`src/design/core_pkg.sv`:
```
package core_pkg;

    localparam int XLEN   = 32;
    localparam int REG_AW = 5;

    localparam logic [XLEN-1:0] DEFAULT_RESET_PC = 32'h0000_0000;

    // one decoded operation per supported instruction
    typedef enum logic [3:0] {
        OP_ADD,
        OP_SUB,
        OP_AND,
        OP_OR,
        OP_XOR,
        OP_ADDI,
        OP_LU12I,
        OP_BEQ,
        OP_BNE,
        OP_NOP
    } op_e;

    // 3R form opcode in inst[31:15]
    localparam logic [16:0] OPC_ADD_W = 17'h00020;
    localparam logic [16:0] OPC_SUB_W = 17'h00022;
    localparam logic [16:0] OPC_AND   = 17'h00029;
    localparam logic [16:0] OPC_OR    = 17'h0002a;
    localparam logic [16:0] OPC_XOR   = 17'h0002b;

    // 2RI12 form opcode in inst[31:22]
    localparam logic [9:0] OPC_ADDI_W = 10'h00a;

    // 1RI20 form opcode in inst[31:25]
    localparam logic [6:0] OPC_LU12I_W = 7'h0a;

    // 2RI16 branch opcodes in inst[31:26]
    localparam logic [5:0] OPC_BEQ = 6'h16;
    localparam logic [5:0] OPC_BNE = 6'h17;

endpackage

```
`src/design/fetch_unit.sv`:
```
`timescale 1ns/1ps

module fetch_unit import core_pkg::*; #(
    parameter logic [XLEN-1:0] RESET_PC = DEFAULT_RESET_PC
) (
    input  logic            clk,
    input  logic            i_arst_n,
    input  logic            i_redirect,
    input  logic [XLEN-1:0] i_redirect_pc,
    input  logic            i_wb_ack,
    input  logic [XLEN-1:0] i_wb_dat,
    output logic            o_wb_cyc,
    output logic            o_wb_stb,
    output logic [XLEN-1:0] o_wb_adr,
    output logic            o_inst_valid,
    output logic [XLEN-1:0] o_inst,
    output logic [XLEN-1:0] o_inst_pc
);

    typedef enum logic {
        S_IDLE,
        S_BUSY
    } req_state_e;

    req_state_e      state;
    logic [XLEN-1:0] pc;

    // request FSM and pc
    always_ff @(posedge clk or negedge i_arst_n) begin
        if (!i_arst_n) begin
            state        <= S_IDLE;
            pc           <= RESET_PC;
            o_inst_valid <= 1'b0;
        end else begin
            o_inst_valid <= 1'b0;
            case (state)
                S_IDLE: begin
                    state <= S_BUSY; // first request after reset or next one after commit
                    if (o_inst_valid) begin
                        pc <= i_redirect ? i_redirect_pc : pc + XLEN'(4);
                    end
                end
                S_BUSY: begin
                    if (i_wb_ack) begin
                        state        <= S_IDLE;
                        o_inst_valid <= 1'b1;
                    end
                end
                default: state <= S_IDLE;
            endcase
        end
    end

    // returned word and its address
    always_ff @(posedge clk) begin
        if (state == S_BUSY && i_wb_ack) begin
            o_inst    <= i_wb_dat;
            o_inst_pc <= pc;
        end
    end

    assign o_wb_cyc = (state == S_BUSY);
    assign o_wb_stb = (state == S_BUSY);
    assign o_wb_adr = pc;

    // wishbone classic holds the request until ack
    a_adr_stable: assert property (@(posedge clk) disable iff (!i_arst_n)
        o_wb_stb && !i_wb_ack |=> o_wb_stb && $stable(o_wb_adr));

    a_adr_aligned: assert property (@(posedge clk) disable iff (!i_arst_n)
        o_wb_stb |-> o_wb_adr[1:0] == 2'b00);

endmodule

```
`src/design/inst_decoder.sv`:
```
`timescale 1ns/1ps

module inst_decoder import core_pkg::*; (
    input  logic [XLEN-1:0]   i_inst,
    output op_e               o_op,
    output logic [REG_AW-1:0] o_rd,
    output logic [REG_AW-1:0] o_rj,
    output logic [REG_AW-1:0] o_rk_or_rd,
    output logic [XLEN-1:0]   o_imm
);

    logic [REG_AW-1:0] rk;
    logic              is_branch;

    assign o_rd = i_inst[4:0];
    assign o_rj = i_inst[9:5];
    assign rk   = i_inst[14:10];

    // widest opcode field is matched first
    always_comb begin
        o_op = OP_NOP;
        if (i_inst[31:15] == OPC_ADD_W) begin
            o_op = OP_ADD;
        end else if (i_inst[31:15] == OPC_SUB_W) begin
            o_op = OP_SUB;
        end else if (i_inst[31:15] == OPC_AND) begin
            o_op = OP_AND;
        end else if (i_inst[31:15] == OPC_OR) begin
            o_op = OP_OR;
        end else if (i_inst[31:15] == OPC_XOR) begin
            o_op = OP_XOR;
        end else if (i_inst[31:22] == OPC_ADDI_W) begin
            o_op = OP_ADDI;
        end else if (i_inst[31:25] == OPC_LU12I_W) begin
            o_op = OP_LU12I;
        end else if (i_inst[31:26] == OPC_BEQ) begin
            o_op = OP_BEQ;
        end else if (i_inst[31:26] == OPC_BNE) begin
            o_op = OP_BNE;
        end
    end

    assign is_branch = (o_op == OP_BEQ) || (o_op == OP_BNE);

    // branches compare rj against rd
    assign o_rk_or_rd = is_branch ? o_rd : rk;

    always_comb begin
        case (o_op)
            OP_ADDI:  o_imm = {{20{i_inst[21]}}, i_inst[21:10]};    // si12
            OP_LU12I: o_imm = {i_inst[24:5], 12'b0};                // si20 << 12
            OP_BEQ,
            OP_BNE:   o_imm = {{14{i_inst[25]}}, i_inst[25:10], 2'b00}; // offs16 << 2
            default:  o_imm = '0;
        endcase
    end

endmodule

```
`src/design/reg_file.sv`:
```
`timescale 1ns/1ps

module reg_file import core_pkg::*; (
    input  logic              clk,
    input  logic              i_arst_n,
    input  logic [REG_AW-1:0] i_raddr_a,
    input  logic [REG_AW-1:0] i_raddr_b,
    input  logic              i_we,
    input  logic [REG_AW-1:0] i_waddr,
    input  logic [XLEN-1:0]   i_wdata,
    output logic [XLEN-1:0]   o_rdata_a,
    output logic [XLEN-1:0]   o_rdata_b
);

    logic [XLEN-1:0] regs [0:(1 << REG_AW)-1];

    always_ff @(posedge clk or negedge i_arst_n) begin
        if (!i_arst_n) begin
            for (int i = 0; i < (1 << REG_AW); i++) begin
                regs[i] <= '0;
            end
        end else if (i_we && i_waddr != '0) begin // r0 is never written
            regs[i_waddr] <= i_wdata;
        end
    end

    // async read with r0 reading as zero
    assign o_rdata_a = (i_raddr_a == '0) ? '0 : regs[i_raddr_a];
    assign o_rdata_b = (i_raddr_b == '0) ? '0 : regs[i_raddr_b];

endmodule

```
`src/design/exec_unit.sv`:
```
`timescale 1ns/1ps

module exec_unit import core_pkg::*; (
    input  logic              clk,
    input  logic              i_arst_n,
    input  logic              i_valid,
    input  logic [XLEN-1:0]   i_pc,
    input  op_e               i_op,
    input  logic [REG_AW-1:0] i_rd,
    input  logic [XLEN-1:0]   i_imm,
    input  logic [XLEN-1:0]   i_src_a,
    input  logic [XLEN-1:0]   i_src_b,
    output logic              o_rf_we,
    output logic [REG_AW-1:0] o_rf_waddr,
    output logic [XLEN-1:0]   o_rf_wdata,
    output logic              o_redirect,
    output logic [XLEN-1:0]   o_redirect_pc,
    output logic              o_debug_wb_valid,
    output logic [XLEN-1:0]   o_debug_wb_pc,
    output logic [3:0]        o_debug_wb_rf_we,
    output logic [REG_AW-1:0] o_debug_wb_rf_wnum,
    output logic [XLEN-1:0]   o_debug_wb_rf_wdata
);

    logic [XLEN-1:0] alu_res;
    logic            writes_rd;
    logic            taken;

    always_comb begin
        writes_rd = 1'b1;
        case (i_op)
            OP_ADD:   alu_res = i_src_a + i_src_b;
            OP_SUB:   alu_res = i_src_a - i_src_b;
            OP_AND:   alu_res = i_src_a & i_src_b;
            OP_OR:    alu_res = i_src_a | i_src_b;
            OP_XOR:   alu_res = i_src_a ^ i_src_b;
            OP_ADDI:  alu_res = i_src_a + i_imm;
            OP_LU12I: alu_res = i_imm;
            default: begin
                alu_res   = '0;
                writes_rd = 1'b0; // branches and nop
            end
        endcase
    end

    // src_b carries rd for branches
    assign taken = (i_op == OP_BEQ && i_src_a == i_src_b)
                || (i_op == OP_BNE && i_src_a != i_src_b);

    assign o_redirect    = i_valid && taken;
    assign o_redirect_pc = i_pc + i_imm;

    assign o_rf_we    = i_valid && writes_rd;
    assign o_rf_waddr = i_rd;
    assign o_rf_wdata = alu_res;

    always_ff @(posedge clk or negedge i_arst_n) begin
        if (!i_arst_n) begin
            o_debug_wb_valid <= 1'b0;
        end else begin
            o_debug_wb_valid <= i_valid;
        end
    end

    // commit record captured with the register write
    always_ff @(posedge clk) begin
        if (i_valid) begin
            o_debug_wb_pc       <= i_pc;
            o_debug_wb_rf_we    <= {4{o_rf_we}};
            o_debug_wb_rf_wnum  <= i_rd;
            o_debug_wb_rf_wdata <= alu_res;
        end
    end

    a_redirect_valid: assert property (@(posedge clk) disable iff (!i_arst_n)
        o_redirect |-> i_valid);

    // fetch delivers single-cycle pulses
    a_one_in_flight: assert property (@(posedge clk) disable iff (!i_arst_n)
        i_valid |=> !i_valid);

endmodule

```
`src/design/mini_core_top.sv`:
```
`timescale 1ns/1ps

module mini_core_top import core_pkg::*; #(
    parameter logic [XLEN-1:0] RESET_PC = DEFAULT_RESET_PC
) (
    input  logic              clk,
    input  logic              i_arst_n,
    output logic              o_wb_cyc,
    output logic              o_wb_stb,
    output logic [XLEN-1:0]   o_wb_adr,
    input  logic              i_wb_ack,
    input  logic [XLEN-1:0]   i_wb_dat,
    output logic              o_debug_wb_valid,
    output logic [XLEN-1:0]   o_debug_wb_pc,
    output logic [3:0]        o_debug_wb_rf_we,
    output logic [REG_AW-1:0] o_debug_wb_rf_wnum,
    output logic [XLEN-1:0]   o_debug_wb_rf_wdata
);

    logic              inst_valid;
    logic [XLEN-1:0]   inst;
    logic [XLEN-1:0]   inst_pc;
    op_e               op;
    logic [REG_AW-1:0] rd;
    logic [REG_AW-1:0] rj;
    logic [REG_AW-1:0] rk_or_rd;
    logic [XLEN-1:0]   imm;
    logic [XLEN-1:0]   src_a;
    logic [XLEN-1:0]   src_b;
    logic              rf_we;
    logic [REG_AW-1:0] rf_waddr;
    logic [XLEN-1:0]   rf_wdata;
    logic              redirect;
    logic [XLEN-1:0]   redirect_pc;

    fetch_unit #(
        .RESET_PC(RESET_PC)
    ) u_fetch (
        .clk(clk), .i_arst_n(i_arst_n),
        .i_redirect(redirect), .i_redirect_pc(redirect_pc),
        .i_wb_ack(i_wb_ack), .i_wb_dat(i_wb_dat),
        .o_wb_cyc(o_wb_cyc), .o_wb_stb(o_wb_stb), .o_wb_adr(o_wb_adr),
        .o_inst_valid(inst_valid), .o_inst(inst), .o_inst_pc(inst_pc)
    );

    inst_decoder u_dec (
        .i_inst(inst), .o_op(op), .o_rd(rd), .o_rj(rj),
        .o_rk_or_rd(rk_or_rd), .o_imm(imm)
    );

    reg_file u_rf (
        .clk(clk), .i_arst_n(i_arst_n),
        .i_raddr_a(rj), .i_raddr_b(rk_or_rd),
        .i_we(rf_we), .i_waddr(rf_waddr), .i_wdata(rf_wdata),
        .o_rdata_a(src_a), .o_rdata_b(src_b)
    );

    exec_unit u_exec (
        .clk(clk), .i_arst_n(i_arst_n),
        .i_valid(inst_valid), .i_pc(inst_pc), .i_op(op), .i_rd(rd), .i_imm(imm),
        .i_src_a(src_a), .i_src_b(src_b),
        .o_rf_we(rf_we), .o_rf_waddr(rf_waddr), .o_rf_wdata(rf_wdata),
        .o_redirect(redirect), .o_redirect_pc(redirect_pc),
        .o_debug_wb_valid(o_debug_wb_valid), .o_debug_wb_pc(o_debug_wb_pc),
        .o_debug_wb_rf_we(o_debug_wb_rf_we), .o_debug_wb_rf_wnum(o_debug_wb_rf_wnum),
        .o_debug_wb_rf_wdata(o_debug_wb_rf_wdata)
    );

endmodule

```
`config.mk`:
```
export PLATFORM = sky130hd
export DESIGN_NAME = mini_core_top
export DESIGN_NICKNAME = d
export VERILOG_FILES = /design/src/design/core_pkg.sv /design/src/design/fetch_unit.sv /design/src/design/inst_decoder.sv /design/src/design/reg_file.sv /design/src/design/exec_unit.sv /design/src/design/mini_core_top.sv
export SDC_FILE = /design/constraint.sdc
export NUM_CORES = 2
export LEC_CHECK = 0
export BUFFER_PORTS_ARGS = -buffer_cell sky130_fd_sc_hd__buf_2
export CORE_ASPECT_RATIO = 1.75
export CORE_MARGIN = 3
export CORE_UTILIZATION = 60
export CTS_BUF_LIST = sky130_fd_sc_hd__clkbuf_16
export CTS_CLUSTER_SIZE = 16
export DETAILED_ROUTE_END_ITERATION = 12
export GPL_ROUTABILITY_DRIVEN = 1
export PLACE_DENSITY = 0.77
export SETUP_SLACK_MARGIN = 0.05
export SYNTH_ARGS = -nofsm -noshare
export SYNTH_HDL_FRONTEND = slang
export SYNTH_SLANG_ARGS = --single-unit
```
`constraint.sdc`:
```
create_clock -name clk -period 6.9 [get_ports clk]
set_input_delay 0 -clock clk [delete_from_list [all_inputs] [get_ports clk]]
set_output_delay 0 -clock clk [all_outputs]
set_load 0.02 [all_outputs]
```
# ---- After elaboration in Yosys (flattened, before gate mapping)
# Index checks and enable logic that the tools add are counted.
dict set report totals {
  output_inout_bits 108
  reg_bits 1193
  inputBits 35
  wordCells 122
}
dict set report op_classes {
  n_lt_le_gt_ge 4
  mux 29
  add_sub_neg 5
  eq_ne 19
  bitwise 7
  reduce_logical 16
}
# operator count
set op_table {}
lappend op_table {{$bwmux 1024} 1}
lappend op_table {{$bmux 32 s5} 2}
lappend op_table {{$mux 32} 8}
lappend op_table {{$pmux 32 s7} 1}
lappend op_table {{$demux 32 s5} 1}
lappend op_table {{$add 32x32->32} 3}
lappend op_table {{$pmux 32 s3} 1}
lappend op_table {{$eq 17x6->1 const B} 5}
lappend op_table {{$add 32x3->32 const B} 1}
lappend op_table {{$and 32x32->32} 1}
lappend op_table {{$eq 32x32->1} 1}
lappend op_table {{$mux 4} 8}
lappend op_table {{$ne 32x32->1} 1}
lappend op_table {{$or 32x32->32} 1}
lappend op_table {{$sub 32x32->32} 1}
lappend op_table {{$xor 32x32->32} 1}
lappend op_table {{$ge 6x6->1 const B} 3}
lappend op_table {{$not 5->6} 3}
lappend op_table {{$eq 4x3->1 const B} 4}
lappend op_table {{$eq 6x5->1 const B} 2}
lappend op_table {{$eq 10x4->1 const B} 1}
lappend op_table {{$logic_not 5->1} 2}
lappend op_table {{$eq 4x2->1 const B} 2}
lappend op_table {{$eq 7x4->1 const B} 1}
lappend op_table {{other kinds (14)} 25}

# ---- Logic depth before layout (Yosys ltp)
dict set report logic_depth {
  ltp_word 23
  mapped_depth 26
  ltp_nobuf 22
}

# ---- Modules after synthesis
# Synthesis repeated with hierarchy kept, for this count alone.
dict set report unflattened {
  hier_cells 5183
  hier_area_um2 68496.9
}
# module cells_per_inst seq_area_each_um2 area_per_inst_um2 instances
set by_module_without_submodules {}
lappend by_module_without_submodules {reg_file 3620 25624.6 54363.4 1}
lappend by_module_without_submodules {exec_unit 1153 2127.0 9430.3 1}
lappend by_module_without_submodules {fetch_unit 304 2772.7 3975.1 1}
lappend by_module_without_submodules {inst_decoder 106 0.0 728.2 1}

# ---- Least setup slack after synthesis
# No wires, ideal clock.
dict set report synth_path {
  path_type {flip-flop to flip-flop}
  from {register u_fetch.o_inst[5]}
  to {register u_exec.o_debug_wb_rf_wdata[30], data pin}
  setup_ns 0.264
  stages_incl_launch_ff 23
  setup_slack_ns 0.550
  arrival_ns 6.086
  period_less_slack_ns 6.350
  path_cell_list {edfxtp_1 buf_2 buf_2 buf_2 buf_1 clkbuf_1 mux4_2 mux4_2 nand2_1 a21o_1 inv_1 ha_1 fa_1 a21oi_1 nor3_1 o21ai_0 a31oi_1 a211oi_1 o21ai_0 mux2i_1 nor4_1 clkbuf_1 inv_1}
}
dict set report synth_via {
  elab_chain_cells 7
  word_cells_on_any_way 14
  cone_classes {3 x add/sub; 6 x mux; 4 x bitwise; 1 x reduce/logical}
}
# item line_no
set synth_rtl {}
lappend synth_rtl {{start: declaration} fetch_unit.sv:16} ;# output logic [XLEN-1:0] o_inst,
lappend synth_rtl {{start signal: assignment} fetch_unit.sv:57} ;# o_inst <= i_wb_dat;
lappend synth_rtl {{$not 5->6 (not written as such)} reg_file.sv:28} ;# assign o_rdata_a = (i_raddr_a == '0) ? '0 : regs[i_raddr_a];
lappend synth_rtl {{$bmux 32 s5} reg_file.sv:28}
lappend synth_rtl {{$mux 32 (not written as such) (2 in a row)} reg_file.sv:28}
lappend synth_rtl {{$mux 32} reg_file.sv:28}
lappend synth_rtl {{$add 32x32->32 (tied with other cells)} exec_unit.sv:37} ;# OP_ADDI: alu_res = i_src_a + i_imm;
lappend synth_rtl {{$pmux 32 s7 (*)} exec_unit.sv:31} ;# case (i_op)
lappend synth_rtl {{via rf_wdata[30]} mini_core_top.sv:32} ;# logic [XLEN-1:0] rf_wdata;
lappend synth_rtl {{end signal: assignment} exec_unit.sv:71} ;# o_debug_wb_rf_wdata <= alu_res;
lappend synth_rtl {{end: declaration} exec_unit.sv:22} ;# output logic [XLEN-1:0] o_debug_wb_rf_wdata
# The timed path passes the listed nets; every way through them passes the cells marked *. The select of a mux whose other input is x is not followed.
# A chain may end at the register's enable or synchronous reset.

# ---- Final worst setup path
dict set report layout_path {
  from {register u_fetch.o_inst[28]}
  to {register u_fetch.pc[30] (netlist: u_fetch.o_wb_adr[30])}
}
dict set report layout_via {
  elab_chain_cells 23
  word_cells_on_any_way 40
  cone_classes {1 x add/sub; 15 x eq/ne; 16 x mux; 1 x bitwise; 7 x reduce/logical}
}
# item line_no
set layout_rtl {}
lappend layout_rtl {{$eq 6x5->1} inst_decoder.sv:38} ;# end else if (i_inst[31:26] == OPC_BNE) begin
lappend layout_rtl {{$mux 1} inst_decoder.sv:38}
lappend layout_rtl {{$mux 4} inst_decoder.sv:36} ;# end else if (i_inst[31:26] == OPC_BEQ) begin
lappend layout_rtl {{$mux 4} inst_decoder.sv:34} ;# end else if (i_inst[31:25] == OPC_LU12I_W) begin
lappend layout_rtl {{$mux 4} inst_decoder.sv:32} ;# end else if (i_inst[31:22] == OPC_ADDI_W) begin
lappend layout_rtl {{$mux 4} inst_decoder.sv:30} ;# end else if (i_inst[31:15] == OPC_XOR) begin
lappend layout_rtl {{$mux 4} inst_decoder.sv:28} ;# end else if (i_inst[31:15] == OPC_OR) begin
lappend layout_rtl {{$mux 4} inst_decoder.sv:26} ;# end else if (i_inst[31:15] == OPC_AND) begin
lappend layout_rtl {{[... 6 more ...]} n/a}
lappend layout_rtl {{$bmux 32 s5} reg_file.sv:29} ;# assign o_rdata_b = (i_raddr_b == '0) ? '0 : regs[i_raddr_b];
lappend layout_rtl {{$mux 32 (not written as such) (2 in a row)} reg_file.sv:29}
lappend layout_rtl {{$mux 32} reg_file.sv:29}
lappend layout_rtl {{$eq 32x32->1 or $ne 32x32->1 (tied branches)} {exec_unit.sv:47, exec_unit.sv:48}}
lappend layout_rtl {{$logic_and 1x1->1 (on tied branches)} {exec_unit.sv:47, exec_unit.sv:48}}
lappend layout_rtl {{$logic_or 1x1->1} exec_unit.sv:48} ;# || (i_op == OP_BNE && i_src_a != i_src_b);
lappend layout_rtl {{$logic_and 1x1->1} exec_unit.sv:50} ;# assign o_redirect = i_valid && taken;
lappend layout_rtl {{$mux 32 (*)} fetch_unit.sv:40} ;# pc <= i_redirect ? i_redirect_pc : pc + XLEN'(4);
lappend layout_rtl {{end signal: assignment} fetch_unit.sv:40}
lappend layout_rtl {{end: declaration} fetch_unit.sv:26} ;# logic [XLEN-1:0] pc;
# Mark *: on every way between the ends. The rest lies on a longest branch, timed or not. The select of a mux whose other input is x is not followed.

==> impl_metrics.csv <==
group,metric,value,unit
grt,grt_pass1_vias,61117,
synth,ys_types,96,
sta,finalMaxSlewViolations,0,
sta,period_share,0.968,
sta,relSlewSlack,0.0840,
sta,hold_violations,0,
synth,synth_flop_cell,"dfrtp_1",
synth,synth.yosys.warnings,0,
place,preCtsSetupSlack,0.0230,ns
sta,rsz0062_at_grt,"false",
synth,syn_inst,7364,
cts,insertion_delay,0.78,ns
finish,area_growth,11.2,%
cts,clk_path_buf_depth,3,
flow_run,drv_cap,0,
place,dp_hpwl,157000,um
finish,mostFrequentLayoutCells,"nand2_1, dfrtp_1, a21oi_1",
finish,layout.nets,7486,
die,die_area,118000,sq um
sta,skew,0.0373,ns
critical_path,startpoint_type,"register",
critical_path,critPathMaxFanout,19,
synth,netlist_area,68000,sq um
detailed_routing,wire_per_inst,27.9,um
detailed_routing,via_per_inst,6.99,
die,initial_core_util,0.608,
synth,ys_ff_latch,1193,
place,place_congestion,1.07,
synth,synth-async-reset-ratio,0.888,
detailed_routing,drtIter0Drc,8539,
grt,grt_use_total,0.419,
cts,numCtsBuffers,105,
grt,grt_max_degree,197,
die,fp-row-count,162,
sta,worstMarginPinSlew,1.37,ns
place,io_buffer_count,142,
die,core_area,112000,sq um
synth,synth.net_count,7560,
cts,cts_tree,"done",
synth,ys_seq_area_frac,0.449,
grt,grt_pass1_wl,370000,um
critical_path,cp-end-kind,"register",
critical_path,path_class,"reg2reg",
detailed_routing,wl,247000,um
cts,cts_sinks,1193,
cts,clk_root_buffer_cell,"clkbuf_16",
detailed_routing,vias,61940,
synth,syn_area_per_cell,9.23,sq um
hold_path,min_path_type,"in2reg",
detailed_routing,ant_nets,0,
cts,cts-htree-levels,3,
power,powerDensity,200,nW/um^2
power,p_leak,0.0328,uW
critical_path,worstPathRequired,7.56,ns
power,ir_worst_vdd,210,uV
grt,antenna_found_initial,14,
run_status,status,"finished, final reports clean",
die,die_y,451,um
finish,drive_gt1_frac,0.152,
sta,report.final.setup_viol,0,
critical_path,worstPathArrival,7.34,ns
cts,clkTransAtPathRegs,0.07,ns
detailed_routing,dr.pass1.iters,8,
die,dieWidth,260,um
detailed_routing,post-route-drc-count,0,
finish,final_common_cell,"nand2_1",
sta,max_freq,0.150,GHz
die,num_io_pins,143,
sta,setup_ws,0.221,ns
finish,stdcell_count,8861,
grt,overflow,0,
sta,fin_crit,6.68,ns
place,dp_cells,8579,
synth,synth_edf_count,134,
sta,setup_tns,0,ns
## per-stage QoR
step | power (uW) | utilization | hold slack (ns) | cell area, sq um
after detailed placement | 9020 | 0.636 | 0.0785 | 71200
final | 15100 | 0.676 | 0.00649 | 75600
after floorplan | 8330 | - | -0.296 | 68000
after global routing | 15500 | 0.676 | 0.00321 | 75600
after CTS | 15000 | 0.673 | 0.00147 | 75300
after global placement | 9000 | 0.636 | 0.0762 | 71200
## registers in the layout, indices dropped and copies added (netlist names), 5 cells and up
signal	flops
u_rf.regs	1024
u_exec.o_debug_wb_pc	32
u_exec.o_debug_wb_rf_wdata	32
u_fetch.o_inst	32
u_fetch.o_inst_pc	32
u_fetch.o_wb_adr	32
u_exec.o_debug_wb_rf_wnum	5
## cell type report
class	count	area (sq um)
Fill cell	8592	36300
Inverter	140	526
Sequential cell	1193	30500
Antenna cell	4	10.0
Clock inverter	91	800
Timing Repair Buffer	509	4480
Tap cell	1476	1850
Clock buffer	107	2680
Multi-Input combinational cell	5341	34800
## logic make-up (layout without fill, tap and decap cells)
family,Yosys count,after routing,share of synthesized area
AOI/OAI and AO/OA,1822,1822,0.162
xor gates and xnor gates,58,58,0.00747
adders and majority gates,161,161,0.0300
buffers and inverters,833,847,0.0490
DFF,1193,1193,0.449
muxes,431,433,0.124
other,0,4,0
and+or+nand+nor,2866,2867,0.178
## worst paths after layout
path / from / endpoint / slack (ns) / cells after the start
max: u_fetch.o_inst[28]$_DFFE_PP_ / u_fetch.o_wb_adr[30]$_DFFE_PN0P_ / 0.22 / 20
min: i_wb_dat[31] / u_fetch.o_inst[31]$_DFFE_PP_ / 0.006 / 2
max reg2reg: u_fetch.o_inst[28]$_DFFE_PP_ / u_fetch.o_wb_adr[30]$_DFFE_PN0P_ / 0.22 / 20
min reg2reg: u_rf.regs[1008]$_DFFE_PN0P_ / u_rf.regs[1008]$_DFFE_PN0P_ / 0.40 / 0
max in group asynchronous: i_arst_n / u_rf.regs[234]$_DFFE_PN0P_ / 4.94 / 5
min in group asynchronous: i_arst_n / u_exec.o_debug_wb_valid$_DFF_PN0_ / 0.51 / 4
## layer usage
layer | wire length (um) | part of all wire | track usage
met1 | 79800 | 0.32 | 0.489
met2 | 112000 | 0.45 | 0.645
met3 | 30500 | 0.12 | 0.117
met4 | 24900 | 0.10 | 0.346
met5 | 99 | 0.00040 | 0
## critical path, cell delays in order (launching register included)
cell and delay, ns:
edfxtp_1 0.47, and4bb_2 0.34, nand2_4 0.22, buf_4 0.26, mux2i_4 0.27, buf_4 0.53, buf_4 0.50, a31oi_1 0.15
nor3_1 0.33, nor2_1 0.09, or2_2 0.30, ha_1 0.40, or4_1 0.67, nor4_1 0.23, and4b_1 0.36, xnor2_1 0.13
or2_2 0.41, nor2_1 0.40, buf_4 0.23, nor2_1 0.05, a31o_2 0.20
## synthesized netlist by cell type, types with 26 or more instances
master / count / area [sq um]
xnor2_1: 39 / 342
and3_1: 147 / 920
nand2_1: 1515 / 5690
nor2_1: 687 / 2580
a311oi_1: 190 / 1660
a211o_1: 65 / 569
buf_1: 59 / 221
mux4_2: 320 / 7210
edfxtp_1: 134 / 4020
dfrtp_1: 1059 / 26500
o21ai_1: 155 / 776
clkbuf_1: 493 / 1850
o21ai_0: 327 / 1640
ha_1: 158 / 1980
nor3_1: 26 / 130
mux2_2: 85 / 957
a21oi_1: 714 / 3570
nand2b_1: 52 / 325
inv_1: 140 / 526
a31oi_1: 108 / 676
a21o_1: 86 / 646
buf_2: 130 / 651
nand3_1: 301 / 1510
## repair_timing
action / CTS / global route
hold endpoints to repair: 245 / 1
pin swaps: 0 / 1
hold buffers: 64 / 1
setup endpoints to repair: 28 / 469
cloned: 0 / 3
buffers inserted: 0 / 11
gates resized for setup: 1 / 33
## report_power, final
group,switching [uW],leakage (uW),internal [uW]
registers,106,0.0161,7200
clock network,2850,0.00179,3260
logic,1140,0.0149,566
total,4090,0.0328,11000
Power figures use the tool's default switching activity.
